[src/tofpet_config.svh]
`ifndef TOFPET_CONFIG_SVH
`define TOFPET_CONFIG_SVH

// ---------------------------------------------------------------------------
// Readout core sizing
// ---------------------------------------------------------------------------

`define TOFPET_CHANNELS  6             // ASIC channels on the board
`define TOFPET_WORD_W    32            // Hit and result data width

// ---------------------------------------------------------------------------
// Buffer depths and credits
// ---------------------------------------------------------------------------

`define TOFPET_HIT_DEPTH 8             // Entries per hit buffer
`define TOFPET_CMD_DEPTH 4             // Command buffer, also host command credits
`define TOFPET_RES_DEPTH 4             // Host result buffer, initial result credits

`define TOFPET_ERR_WORD  32'hbad0c0de  // Data field of an error reply

`endif
[src/tofpet_pkg.sv]
`default_nettype none
`include "tofpet_config.svh"

package tofpet_pkg;

	// -----------------------------------------------------------------------
	// Host command
	// -----------------------------------------------------------------------

	typedef enum logic [1:0] {
		OP_READ   = 2'd0,	// Drain words from one channel
		OP_STATUS = 2'd1	// Empty, full, overflow of all channels
	} opcode_e;		// Codes 2 and 3 are undefined

	typedef struct packed {
		opcode_e    opcode;	// What to do
		logic [2:0] channel;	// Target channel for READ
		logic [3:0] count;	// Max words for READ
	} cmd_t;

	// -----------------------------------------------------------------------
	// Hit and result words
	// -----------------------------------------------------------------------

	typedef struct packed {
		logic [`TOFPET_WORD_W-1:0] data;	// Raw ASIC hit word
	} hit_t;

	typedef enum logic [1:0] {
		KIND_DATA   = 2'd0,	// Hit data or zero word
		KIND_STATUS = 2'd1,	// Channel flags
		KIND_ERROR  = 2'd2	// Bad opcode or channel
	} kind_e;

	typedef struct packed {
		logic                      last;	// Final word of a response
		kind_e                     kind;	// Word type
		logic [2:0]                channel;	// Source channel
		logic [`TOFPET_WORD_W-1:0] data;	// Payload
	} result_t;

	typedef struct packed {
		logic [`TOFPET_CHANNELS-1:0] empty;	// Buffer empty per channel
		logic [`TOFPET_CHANNELS-1:0] full;	// Buffer full per channel
		logic [`TOFPET_CHANNELS-1:0] overflow;	// Sticky, hit lost
	} chan_flags_t;

endpackage

`default_nettype wire

[src/tofpet_readout.sv]
`timescale 1ns/1ns
`default_nettype none
`include "tofpet_config.svh"

module tofpet_readout (
	input  logic                         clkin_parallel,
	input  logic                         cpu_resetn,
	input  logic [`TOFPET_CHANNELS-1:0]  hit_valid,
	input  tofpet_pkg::hit_t             hit_data [`TOFPET_CHANNELS],
	input  logic                         cmd_valid,
	input  tofpet_pkg::cmd_t             cmd,
	output logic                         cmd_credit,
	output logic                         res_valid,
	output tofpet_pkg::result_t          res,
	input  logic                         res_credit
);

	import tofpet_pkg::*;

	logic    exec_valid;	// Decoder to executor
	cmd_t    exec_cmd;
	logic    exec_ready;
	logic    word_valid;	// Executor to sender
	result_t word;
	logic    word_ready;

	// -----------------------------------------------------------------------
	// Command path
	// -----------------------------------------------------------------------

	command_decode command_decode_i (
		.clkin_parallel (clkin_parallel),
		.cpu_resetn     (cpu_resetn),
		.cmd_valid      (cmd_valid),
		.cmd            (cmd),
		.cmd_credit     (cmd_credit),
		.exec_valid     (exec_valid),
		.exec_cmd       (exec_cmd),
		.exec_ready     (exec_ready)
	);

	readout_execute readout_execute_i (
		.clkin_parallel (clkin_parallel),
		.cpu_resetn     (cpu_resetn),
		.hit_valid      (hit_valid),		// ASIC hit words
		.hit_data       (hit_data),
		.exec_valid     (exec_valid),
		.exec_cmd       (exec_cmd),
		.exec_ready     (exec_ready),
		.word_valid     (word_valid),
		.word           (word),
		.word_ready     (word_ready)
	);

	// -----------------------------------------------------------------------
	// Result path
	// -----------------------------------------------------------------------

	result_sender result_sender_i (
		.clkin_parallel (clkin_parallel),
		.cpu_resetn     (cpu_resetn),
		.word_valid     (word_valid),
		.word           (word),
		.word_ready     (word_ready),
		.res_valid      (res_valid),		// Gated by result credits
		.res            (res),
		.res_credit     (res_credit)
	);

endmodule

`default_nettype wire

[src/result_sender.sv]
`timescale 1ns/1ns
`default_nettype none
`include "tofpet_config.svh"

module result_sender (
	input  logic                 clkin_parallel,
	input  logic                 cpu_resetn,
	input  logic                 word_valid,
	input  tofpet_pkg::result_t  word,
	output logic                 word_ready,
	output logic                 res_valid,
	output tofpet_pkg::result_t  res,
	input  logic                 res_credit
);

	import tofpet_pkg::*;

	localparam int CR_W = $clog2(`TOFPET_RES_DEPTH + 1);	// Credit counter width

	logic [CR_W-1:0] credits;		// Free slots in host buffer
	logic            buf_empty;
	logic            buf_full;
	logic            have_credit;
	logic            send;			// Word leaves this cycle

	// -----------------------------------------------------------------------
	// Result buffer
	// -----------------------------------------------------------------------

	channel_fifo #(
		.payload_t (result_t),
		.DEPTH     (`TOFPET_RES_DEPTH)
	) res_fifo_i (
		.clkin_parallel (clkin_parallel),
		.cpu_resetn     (cpu_resetn),
		.push           (word_valid),	// Only while word_ready
		.push_data      (word),
		.pop            (send),
		.pop_data       (res),			// Head word on host bus
		.empty          (buf_empty),
		.full           (buf_full),
		.count          ()
	);

	assign word_ready  = !buf_full;		// Falls when host stops returning credits
	assign have_credit = (credits != '0);
	assign send        = !buf_empty && have_credit;
	assign res_valid   = send;			// Cycle after the word is accepted

	// -----------------------------------------------------------------------
	// Result credits
	// -----------------------------------------------------------------------

	always_ff @(posedge clkin_parallel)
	begin
		if (!cpu_resetn)
			credits <= CR_W'(`TOFPET_RES_DEPTH);	// Host buffer empty
		else
		begin
			case ({send, res_credit})
				2'b10:   credits <= credits - 1'b1;	// Word out
				2'b01:   credits <= credits + 1'b1;	// Host retired a word
				default: credits <= credits;		// Both or neither
			endcase
		end
	end

endmodule

`default_nettype wire

[src/readout_execute.sv]
`timescale 1ns/1ns
`default_nettype none
`include "tofpet_config.svh"

module readout_execute (
	input  logic                         clkin_parallel,
	input  logic                         cpu_resetn,
	input  logic [`TOFPET_CHANNELS-1:0]  hit_valid,
	input  tofpet_pkg::hit_t             hit_data [`TOFPET_CHANNELS],
	input  logic                         exec_valid,
	input  tofpet_pkg::cmd_t             exec_cmd,
	output logic                         exec_ready,
	output logic                         word_valid,
	output tofpet_pkg::result_t          word,
	input  logic                         word_ready
);

	import tofpet_pkg::*;

	localparam int CH    = `TOFPET_CHANNELS;
	localparam int CNT_W = $clog2(`TOFPET_HIT_DEPTH + 1);	// Hit buffer occupancy

	typedef enum logic [1:0] {ST_IDLE, ST_READ, ST_SINGLE} state_e;

	state_e           state;			// FSM state
	logic [2:0]       cur_chan;			// Channel of current command
	logic [3:0]       remaining;		// Words still to send on READ
	kind_e            reply_kind;		// Kind of current response
	logic [CH-1:0]    overflow;			// Sticky lost-hit flags
	logic [CH-1:0]    hit_empty;
	logic [CH-1:0]    hit_full;
	logic [CH-1:0]    hit_pop;
	hit_t             hit_head [CH];		// Oldest hit per channel
	logic [CNT_W-1:0] hit_count [CH];	// Occupancy per channel
	chan_flags_t      flags;			// STATUS payload
	logic [3:0]       read_len;			// min(count, occupancy)
	logic             accept;			// Command taken
	logic             send;				// Word taken by sender
	logic             clear_ovf;		// STATUS word leaves

	// -----------------------------------------------------------------------
	// Hit buffers, no flow control on the ASIC side
	// -----------------------------------------------------------------------

	for (genvar i = 0; i < CH; i++)
	begin : g_chan
		channel_fifo #(
			.payload_t (hit_t),
			.DEPTH     (`TOFPET_HIT_DEPTH)
		) hit_fifo_i (
			.clkin_parallel (clkin_parallel),
			.cpu_resetn     (cpu_resetn),
			.push           (hit_valid[i]),	// Dropped by buffer when full
			.push_data      (hit_data[i]),
			.pop            (hit_pop[i]),
			.pop_data       (hit_head[i]),
			.empty          (hit_empty[i]),
			.full           (hit_full[i]),
			.count          (hit_count[i])
		);
	end

	always_comb
	begin
		flags.empty    = hit_empty;
		flags.full     = hit_full;
		flags.overflow = overflow;
	end

	assign exec_ready = (state == ST_IDLE);
	assign word_valid = (state != ST_IDLE);
	assign accept     = exec_valid && exec_ready;
	assign send       = word_valid && word_ready;
	assign clear_ovf  = send && state == ST_SINGLE && reply_kind == KIND_STATUS;
	assign read_len   = (exec_cmd.count < hit_count[exec_cmd.channel]) ? exec_cmd.count
		: 4'(hit_count[exec_cmd.channel]);	// Occupancy at start of READ

	// -----------------------------------------------------------------------
	// Result word and hit pop
	// -----------------------------------------------------------------------

	always_comb
	begin
		word         = '0;
		word.kind    = reply_kind;
		word.channel = cur_chan;
		hit_pop      = '0;
		case (state)
			ST_READ:
			begin
				word.last         = (remaining == 4'd1);	// Final hit of READ
				word.data         = hit_head[cur_chan].data;
				hit_pop[cur_chan] = word_ready;			// One hit per word sent
			end
			ST_SINGLE:
			begin
				word.last = 1'b1;
				if (reply_kind == KIND_STATUS)
					word.data[$bits(chan_flags_t)-1:0] = flags;	// Zero-extended
				else if (reply_kind == KIND_ERROR)
					word.data = `TOFPET_ERR_WORD;
			end
			default:
				word.last = 1'b0;
		endcase
	end

	// -----------------------------------------------------------------------
	// FSM and overflow flags
	// -----------------------------------------------------------------------

	always_ff @(posedge clkin_parallel)
	begin
		if (!cpu_resetn)
		begin
			state      <= ST_IDLE;
			cur_chan   <= '0;
			remaining  <= '0;
			reply_kind <= KIND_DATA;
			overflow   <= '0;
		end
		else
		begin
			// New loss wins over the clear
			overflow <= (overflow & ~{CH{clear_ovf}}) | (hit_valid & hit_full);
			case (state)
				ST_IDLE:
					if (accept)
					begin
						cur_chan <= exec_cmd.channel;
						case (exec_cmd.opcode)
							OP_READ:
							begin
								reply_kind <= KIND_DATA;
								remaining  <= read_len;
								state      <= (read_len == 4'd0) ? ST_SINGLE : ST_READ;
							end
							OP_STATUS:
							begin
								reply_kind <= KIND_STATUS;
								state      <= ST_SINGLE;
							end
							default:
							begin
								reply_kind <= KIND_ERROR;	// Undefined opcode
								state      <= ST_SINGLE;
							end
						endcase
					end
				ST_READ:
					if (send)
					begin
						remaining <= remaining - 1'b1;
						if (remaining == 4'd1)
							state <= ST_IDLE;	// Last word gone
					end
				ST_SINGLE:
					if (send)
						state <= ST_IDLE;
				default:
					state <= ST_IDLE;
			endcase
		end
	end

endmodule

`default_nettype wire

[src/command_decode.sv]
`timescale 1ns/1ns
`default_nettype none
`include "tofpet_config.svh"

module command_decode (
	input  logic              clkin_parallel,
	input  logic              cpu_resetn,
	input  logic              cmd_valid,
	input  tofpet_pkg::cmd_t  cmd,
	output logic              cmd_credit,
	output logic              exec_valid,
	output tofpet_pkg::cmd_t  exec_cmd,
	input  logic              exec_ready
);

	import tofpet_pkg::*;

	cmd_t checked_cmd;	// Command after channel check
	logic cmd_empty;	// No command waiting
	logic take;		// Executor takes head command

	// -----------------------------------------------------------------------
	// Classification
	// -----------------------------------------------------------------------

	// READ to a missing channel turns into an undefined opcode
	always_comb
	begin
		checked_cmd = cmd;
		if (cmd.opcode == OP_READ && cmd.channel >= `TOFPET_CHANNELS)
			checked_cmd.opcode = opcode_e'(2'd3);	// Executor answers with error
	end

	// -----------------------------------------------------------------------
	// Command buffer
	// -----------------------------------------------------------------------

	channel_fifo #(
		.payload_t (cmd_t),
		.DEPTH     (`TOFPET_CMD_DEPTH)
	) cmd_fifo_i (
		.clkin_parallel (clkin_parallel),
		.cpu_resetn     (cpu_resetn),
		.push           (cmd_valid),		// Host holds a credit
		.push_data      (checked_cmd),
		.pop            (take),
		.pop_data       (exec_cmd),		// Head goes straight out
		.empty          (cmd_empty),
		.full           (),				// Credits keep it from overrunning
		.count          ()
	);

	assign exec_valid = !cmd_empty;		// Earliest one cycle after cmd_valid
	assign take       = exec_valid && exec_ready;
	assign cmd_credit = take;			// Slot freed, credit back to host

endmodule

`default_nettype wire

[src/channel_fifo.sv]
`timescale 1ns/1ns
`default_nettype none

module channel_fifo #(
	parameter type payload_t = logic [7:0],	// Stored word type
	parameter int  DEPTH     = 4			// Number of entries
) (
	input  logic                          clkin_parallel,
	input  logic                          cpu_resetn,
	input  logic                          push,
	input  payload_t                      push_data,
	input  logic                          pop,
	output payload_t                      pop_data,
	output logic                          empty,
	output logic                          full,
	output logic [$clog2(DEPTH+1)-1:0]    count
);

	localparam int PTR_W = (DEPTH > 1) ? $clog2(DEPTH) : 1;	// Pointer width
	localparam int CNT_W = $clog2(DEPTH + 1);			// Occupancy width

	payload_t         mem [DEPTH];	// Storage, no reset
	logic [PTR_W-1:0] wr_ptr;		// Next slot to write
	logic [PTR_W-1:0] rd_ptr;		// Oldest entry
	logic             do_push;		// Accepted write
	logic             do_pop;		// Accepted read

	// Wrap at DEPTH, works for any depth
	function automatic logic [PTR_W-1:0] next_ptr(input logic [PTR_W-1:0] ptr);
		if (ptr == PTR_W'(DEPTH - 1))
			return '0;
		return ptr + 1'b1;
	endfunction

	assign do_push  = push && !full;		// Drop when full
	assign do_pop   = pop && !empty;		// Ignore when empty
	assign empty    = (count == '0);
	assign full     = (count == CNT_W'(DEPTH));
	assign pop_data = mem[rd_ptr];		// Show-ahead head word

	// -----------------------------------------------------------------------
	// Storage
	// -----------------------------------------------------------------------

	always_ff @(posedge clkin_parallel)
	begin
		if (do_push)
			mem[wr_ptr] <= push_data;	// Write at tail
	end

	// -----------------------------------------------------------------------
	// Pointers and occupancy
	// -----------------------------------------------------------------------

	always_ff @(posedge clkin_parallel)
	begin
		if (!cpu_resetn)
		begin
			wr_ptr <= '0;
			rd_ptr <= '0;
			count  <= '0;		// Starts empty
		end
		else
		begin
			if (do_push)
				wr_ptr <= next_ptr(wr_ptr);
			if (do_pop)
				rd_ptr <= next_ptr(rd_ptr);
			case ({do_push, do_pop})
				2'b10:   count <= count + 1'b1;	// Write only
				2'b01:   count <= count - 1'b1;	// Read only
				default: count <= count;		// Both or neither
			endcase
		end
	end

endmodule

`default_nettype wire

[config.mk]
export PLATFORM = sky130hd
export DESIGN_NAME = tofpet_readout
export DESIGN_NICKNAME = d
export VERILOG_FILES = /design/src/tofpet_pkg.sv /design/src/tofpet_readout.sv /design/src/result_sender.sv /design/src/readout_execute.sv /design/src/command_decode.sv /design/src/channel_fifo.sv
export VERILOG_INCLUDE_DIRS = /design/src
export SDC_FILE = /design/constraint.sdc
export NUM_CORES = 2
export LEC_CHECK = 0
export BUFFER_PORTS_ARGS = -buffer_cell sky130_fd_sc_hd__buf_2
export CAP_MARGIN = 20
export CELL_PAD_IN_SITES_DETAIL_PLACEMENT = 1
export CELL_PAD_IN_SITES_GLOBAL_PLACEMENT = 1
export CORE_MARGIN = 2
export CORE_UTILIZATION = 40
export DETAILED_ROUTE_END_ITERATION = 6
export GPL_TIMING_DRIVEN = 0
export PLACE_DENSITY = 0.63
export SKIP_CTS_REPAIR_TIMING = 1
export SYNTH_ARGS = -nofsm -noshare
export SYNTH_HDL_FRONTEND = slang
export SYNTH_SLANG_ARGS = --single-unit
[constraint.sdc]
create_clock -name clkin_parallel -period 13.2 [get_ports clkin_parallel]
set_clock_uncertainty 0.15 [all_clocks]
set_input_delay 1.32 -clock clkin_parallel [delete_from_list [all_inputs] [get_ports clkin_parallel]]
set_output_delay 1.32 -clock clkin_parallel [all_outputs]
set_load 0.05 [all_outputs]
==> implementation parameters <==
Parameter                              Value

Timing
  Pin slew with the least headroom to its limit ... 1.06 ns
  Minimum setup slack in the final design ... approximately 8.5 ns
  Pins Over Slew Limit ... 0
  Final total negative setup slack ... 0 ns
  Maximum clock rate ... about 210 MHz
  Worst slew margin ... 0.287
  RSZ-0062 raised after global routing ... false
  Tmin final ... approximately 4.7 ns
  Number of endpoints failing setup at the final stage ... 0
  Final worst-path cycle share ... 0.356
  Final hold violation count ... 0

Routing
  Total met2 wirelength after detailed routing ... ~96 mm
  Mean routed wirelength per cell ... 29.3 µm
  Length of routed wiring on met1 ... slightly below 80 mm
  Via count ... 35855
  Post-route antenna net violation count ... 0
  Top routing layer used ... met5
  Total DRC errors in the routed layout ... 0
  DR iter-0 viols ... 3172
  Total Routed Length ... around 190 mm
  Number of iterations in the first detailed-routing pass ... 5
  WL met3 ... 11.1 mm
  Average via count per standard cell ... ~5.5

Synth
  Proportion of synthesized area in mux cells ... 0.174
  Netlist cell types ... 56
  Share of the synthesized area in the top cell type ... 0.718
  Post-Synthesis Mean Instance Area ... about 21 µm²
  Combinational family with the most area after synthesis ... multiplexers
  Post-Synth Adder-Cell Area ... 0.0136
  Fraction of synthesized cell area in xor and xnor cells ... 0.00292
  Syn_nets ... around 3700
  Most common flop cell mapped by yosys ... sky130_fd_sc_hd__edfxtp_1
  Number of synthesized flops with an enable pin ... between 1500 and 2000
  Share of the synthesized area in compound gates (AO/OA/AOI/OAI) ... 0.0205
  Post-Syn Instances ... 3409
  Sequential-to-total area share from yosys stat ... 0.751
  Flops & latches, synth ... ~1800
  Cell area after synthesis ... just over 70000 µm²
  Fraction of registers with async set/reset ... 0
  Warnings, synthesis ... 0
  Cell taking the most area after synthesis ... sky130_fd_sc_hd__edfxtp_1
  Leading cell types by total area after synthesis ... sky130_fd_sc_hd__edfxtp_1 (72%), sky130_fd_sc_hd__mux4_2 (14%), sky130_fd_sc_hd__dfxtp_1 (3.2%)
  Post-synthesis simple-gate area fraction ... 0.0264

Die
  Number of top-level design ports ... between 200 and 300
  DIE HEIGHT ... 428 µm
  Total die area ... 184000 µm²
  DIE WIDTH ... 428 µm
  Starting utilization of the core area ... 0.403
  Total number of placement rows ... 155
  Core ar. ... 179000 µm²

Clocking
  CTS Buf Count ... ~190
  Clock network latency to the later pin of the worst-skew pair ... 0.83 ns
  Root Buffer Master ... sky130_fd_sc_hd__clkbuf_16
  CTS Buffer Depth ... 3
  CTS clock-pin slew for the worst setup and hold paths ... 0.06 ns
  Number of H-tree branching levels ... 4
  Count of clock tree sinks ... 1840
  TritonCTS clock tree ... built

Layout
  Final Core Density ... 0.474
  Fraction of final layout cells with drive strength greater than 1 ... 0.304
  Non-Filler Instances ... 6548
  Final net count ... between 4000 and 5000
  Most common library cell in the layout ignoring fill and taps ... sky130_fd_sc_hd__edfxtp_1
  Commonest non-fill, non-tap cells in the layout ... sky130_fd_sc_hd__edfxtp_1 (1724), sky130_fd_sc_hd__mux4_2 (458), sky130_fd_sc_hd__buf_2 (296), sky130_fd_sc_hd__clkbuf_16 (197), sky130_fd_sc_hd__mux2i_1 (193)
  Growth of design area from synthesis to finish ... 17.6%

Hold path
  Depth of the worst hold-timing path ... 2
  Worst Hold Class ... flip-flop to flip-flop

Critical path
  Largest driver fanout on the critical path ... 10
  Critical path start-end classification ... flip-flop to primary output
  Worst reg2reg setup slack ... 9.02 ns
  Capture instance of the worst register-to-register path ... result_sender_i.res_fifo_i.mem[0][2]
  Startpoint of the worst register-to-register path ... readout_execute_i.cur_chan[1]
  CP endpoint kind ... primary output
  Logic depth of the worst register-to-register path ... 7
  Kind of start point of the critical path ... flip-flop
  Required arrival time at the worst endpoint ... 11.73 ns
  WP data arrival ... 3.23 ns

Pwr
  Power density over the cells ... roughly 170 nW/µm²
  Leakage power total ... 26.9 nW
  Worst-case vdd ir drop ... 141 µV

Place
  Global placer's final weighted congestion ... 0.859
  Number of port buffers ... ~250
  Dpl hpwl ... about 140 mm
  Cell total after placement ... between 6000 and 7000
  Placement-stage worst setup slack ... 9.08 ns

Global routing
  Number of global-route vias before repair ... 37898
  Aggregate global routing overflow ... 0
  Combined global-route utilization of all metal layers ... 0.209
  Antenna violations before repair ... 81
  Pin count of the biggest net entering global routing ... 32
  First-pass GRT wire length ... 276 mm

Outcome
  Run status ... finished clean

Job
  Total of max-cap violations ... 0
## metrics by stage
stage | hold WS, ns | cell area [µm²] | power (W)
after floorplan | 0.305 | 72100 | 0.00814
after global placement | 0.343 | 76300 | 0.00899
after detailed placement | 0.356 | 78400 | 0.00907
after CTS | 0.365 | 84700 | 0.0145
after global routing | 0.388 | 84700 | 0.0148
final | 0.352 | 84700 | 0.0143
## routing by layer
metal | global-route usage | up-vias
met5 | 0 | -
met4 | 0.0722 | 40
met3 | 0.0413 | 369
met2 | 0.349 | 1090
met1 | 0.274 | 18955
li1 | - | 15401
## sequential cells by signal (all words and copies together), names as in the netlist, 3 cells and up, named ones only
register and cells:
result_sender_i.credits 3, readout_execute_i.remaining 4, readout_execute_i.cur_chan 3, command_decode_i.cmd_fifo_i.mem 36, readout_execute_i.g_chan.hit_fifo_i.count 24, readout_execute_i.g_chan.hit_fifo_i.rd_ptr 18
result_sender_i.res_fifo_i.mem 152, readout_execute_i.g_chan.hit_fifo_i.mem 1536, readout_execute_i.overflow 6, result_sender_i.res_fifo_i.count 3, readout_execute_i.g_chan.hit_fifo_i.wr_ptr 18, command_decode_i.cmd_fifo_i.count 3
## critical path: stages, from the launching register on
cell                      delay [ns]
sky130_fd_sc_hd__dfxtp_1        0.33
sky130_fd_sc_hd__buf_2          0.32
sky130_fd_sc_hd__buf_1          0.76
sky130_fd_sc_hd__mux4_2         0.73
sky130_fd_sc_hd__buf_2          0.26
## how the worst max path moves through the flow
stage                                                                   to  slack (ns)                          start
after floorplan           readout_execute_i.g_chan[0].hit_fifo_i.mem[0][0]        7.95                   hit_valid[0]
after global placement    readout_execute_i.g_chan[3].hit_fifo_i.mem[0][2]        3.78                   hit_valid[3]
after detailed placement              result_sender_i.res_fifo_i.mem[0][2]        9.08  readout_execute_i.cur_chan[1]
after CTS                                                          res[19]        8.36                      flip-flop
after global routing                                               res[19]        8.27                      flip-flop
final                                                              res[19]        8.50                      flip-flop
## cells in the mapped netlist (all sizes together) (15+ instances only)
cell and number:
mux4 463, and2 29, nor2b 62, nand2 71, inv 45, clkbuf 79
edfxtp 1724, a21oi 54, mux2i 193, nor2 69, buf 85, nor3 46
a211oi 40, or3 15, o21ai 42, dfxtp 116, nand2b 21, ha 64
nand3 25, a21boi 26, xnor2 15
## logic make-up (layout without fill, tap and decap cells)
group,after synthesis,in the layout
fa+ha+maj,73,73
other cells,0,20
buf+inv,209,973
xor+xnor,24,24
simple gates,368,368
compound gates,226,226
mux,669,669
flops,1840,1840
## layout make-up
| type | count | area, µm² |
|---|---|---|
| Clock inverter | 108 | 1010 |
| Buffer | 164 | 713 |
| Clock buffer | 252 | 5250 |
| Inverter | 45 | 169 |
| Multi-Input combinational cell | 1360 | 17400 |
| Fill cell | 16420 | 94100 |
| Sequential cell | 1840 | 54100 |
| Antenna cell | 20 | 50.0 |
| Timing Repair Buffer | 404 | 3100 |
| Tap cell | 2355 | 2950 |
## where the power goes
| part | total (W) | switching [W] | internal [W] |
|---|---|---|---|
| clock | 0.00539 | 0.00228 | 0.00311 |
| combinational | 0.00219 | 0.00151 | 0.000684 |
| sequential | 0.00675 | 0.0000966 | 0.00665 |
Power figures use the tool's default switching activity.
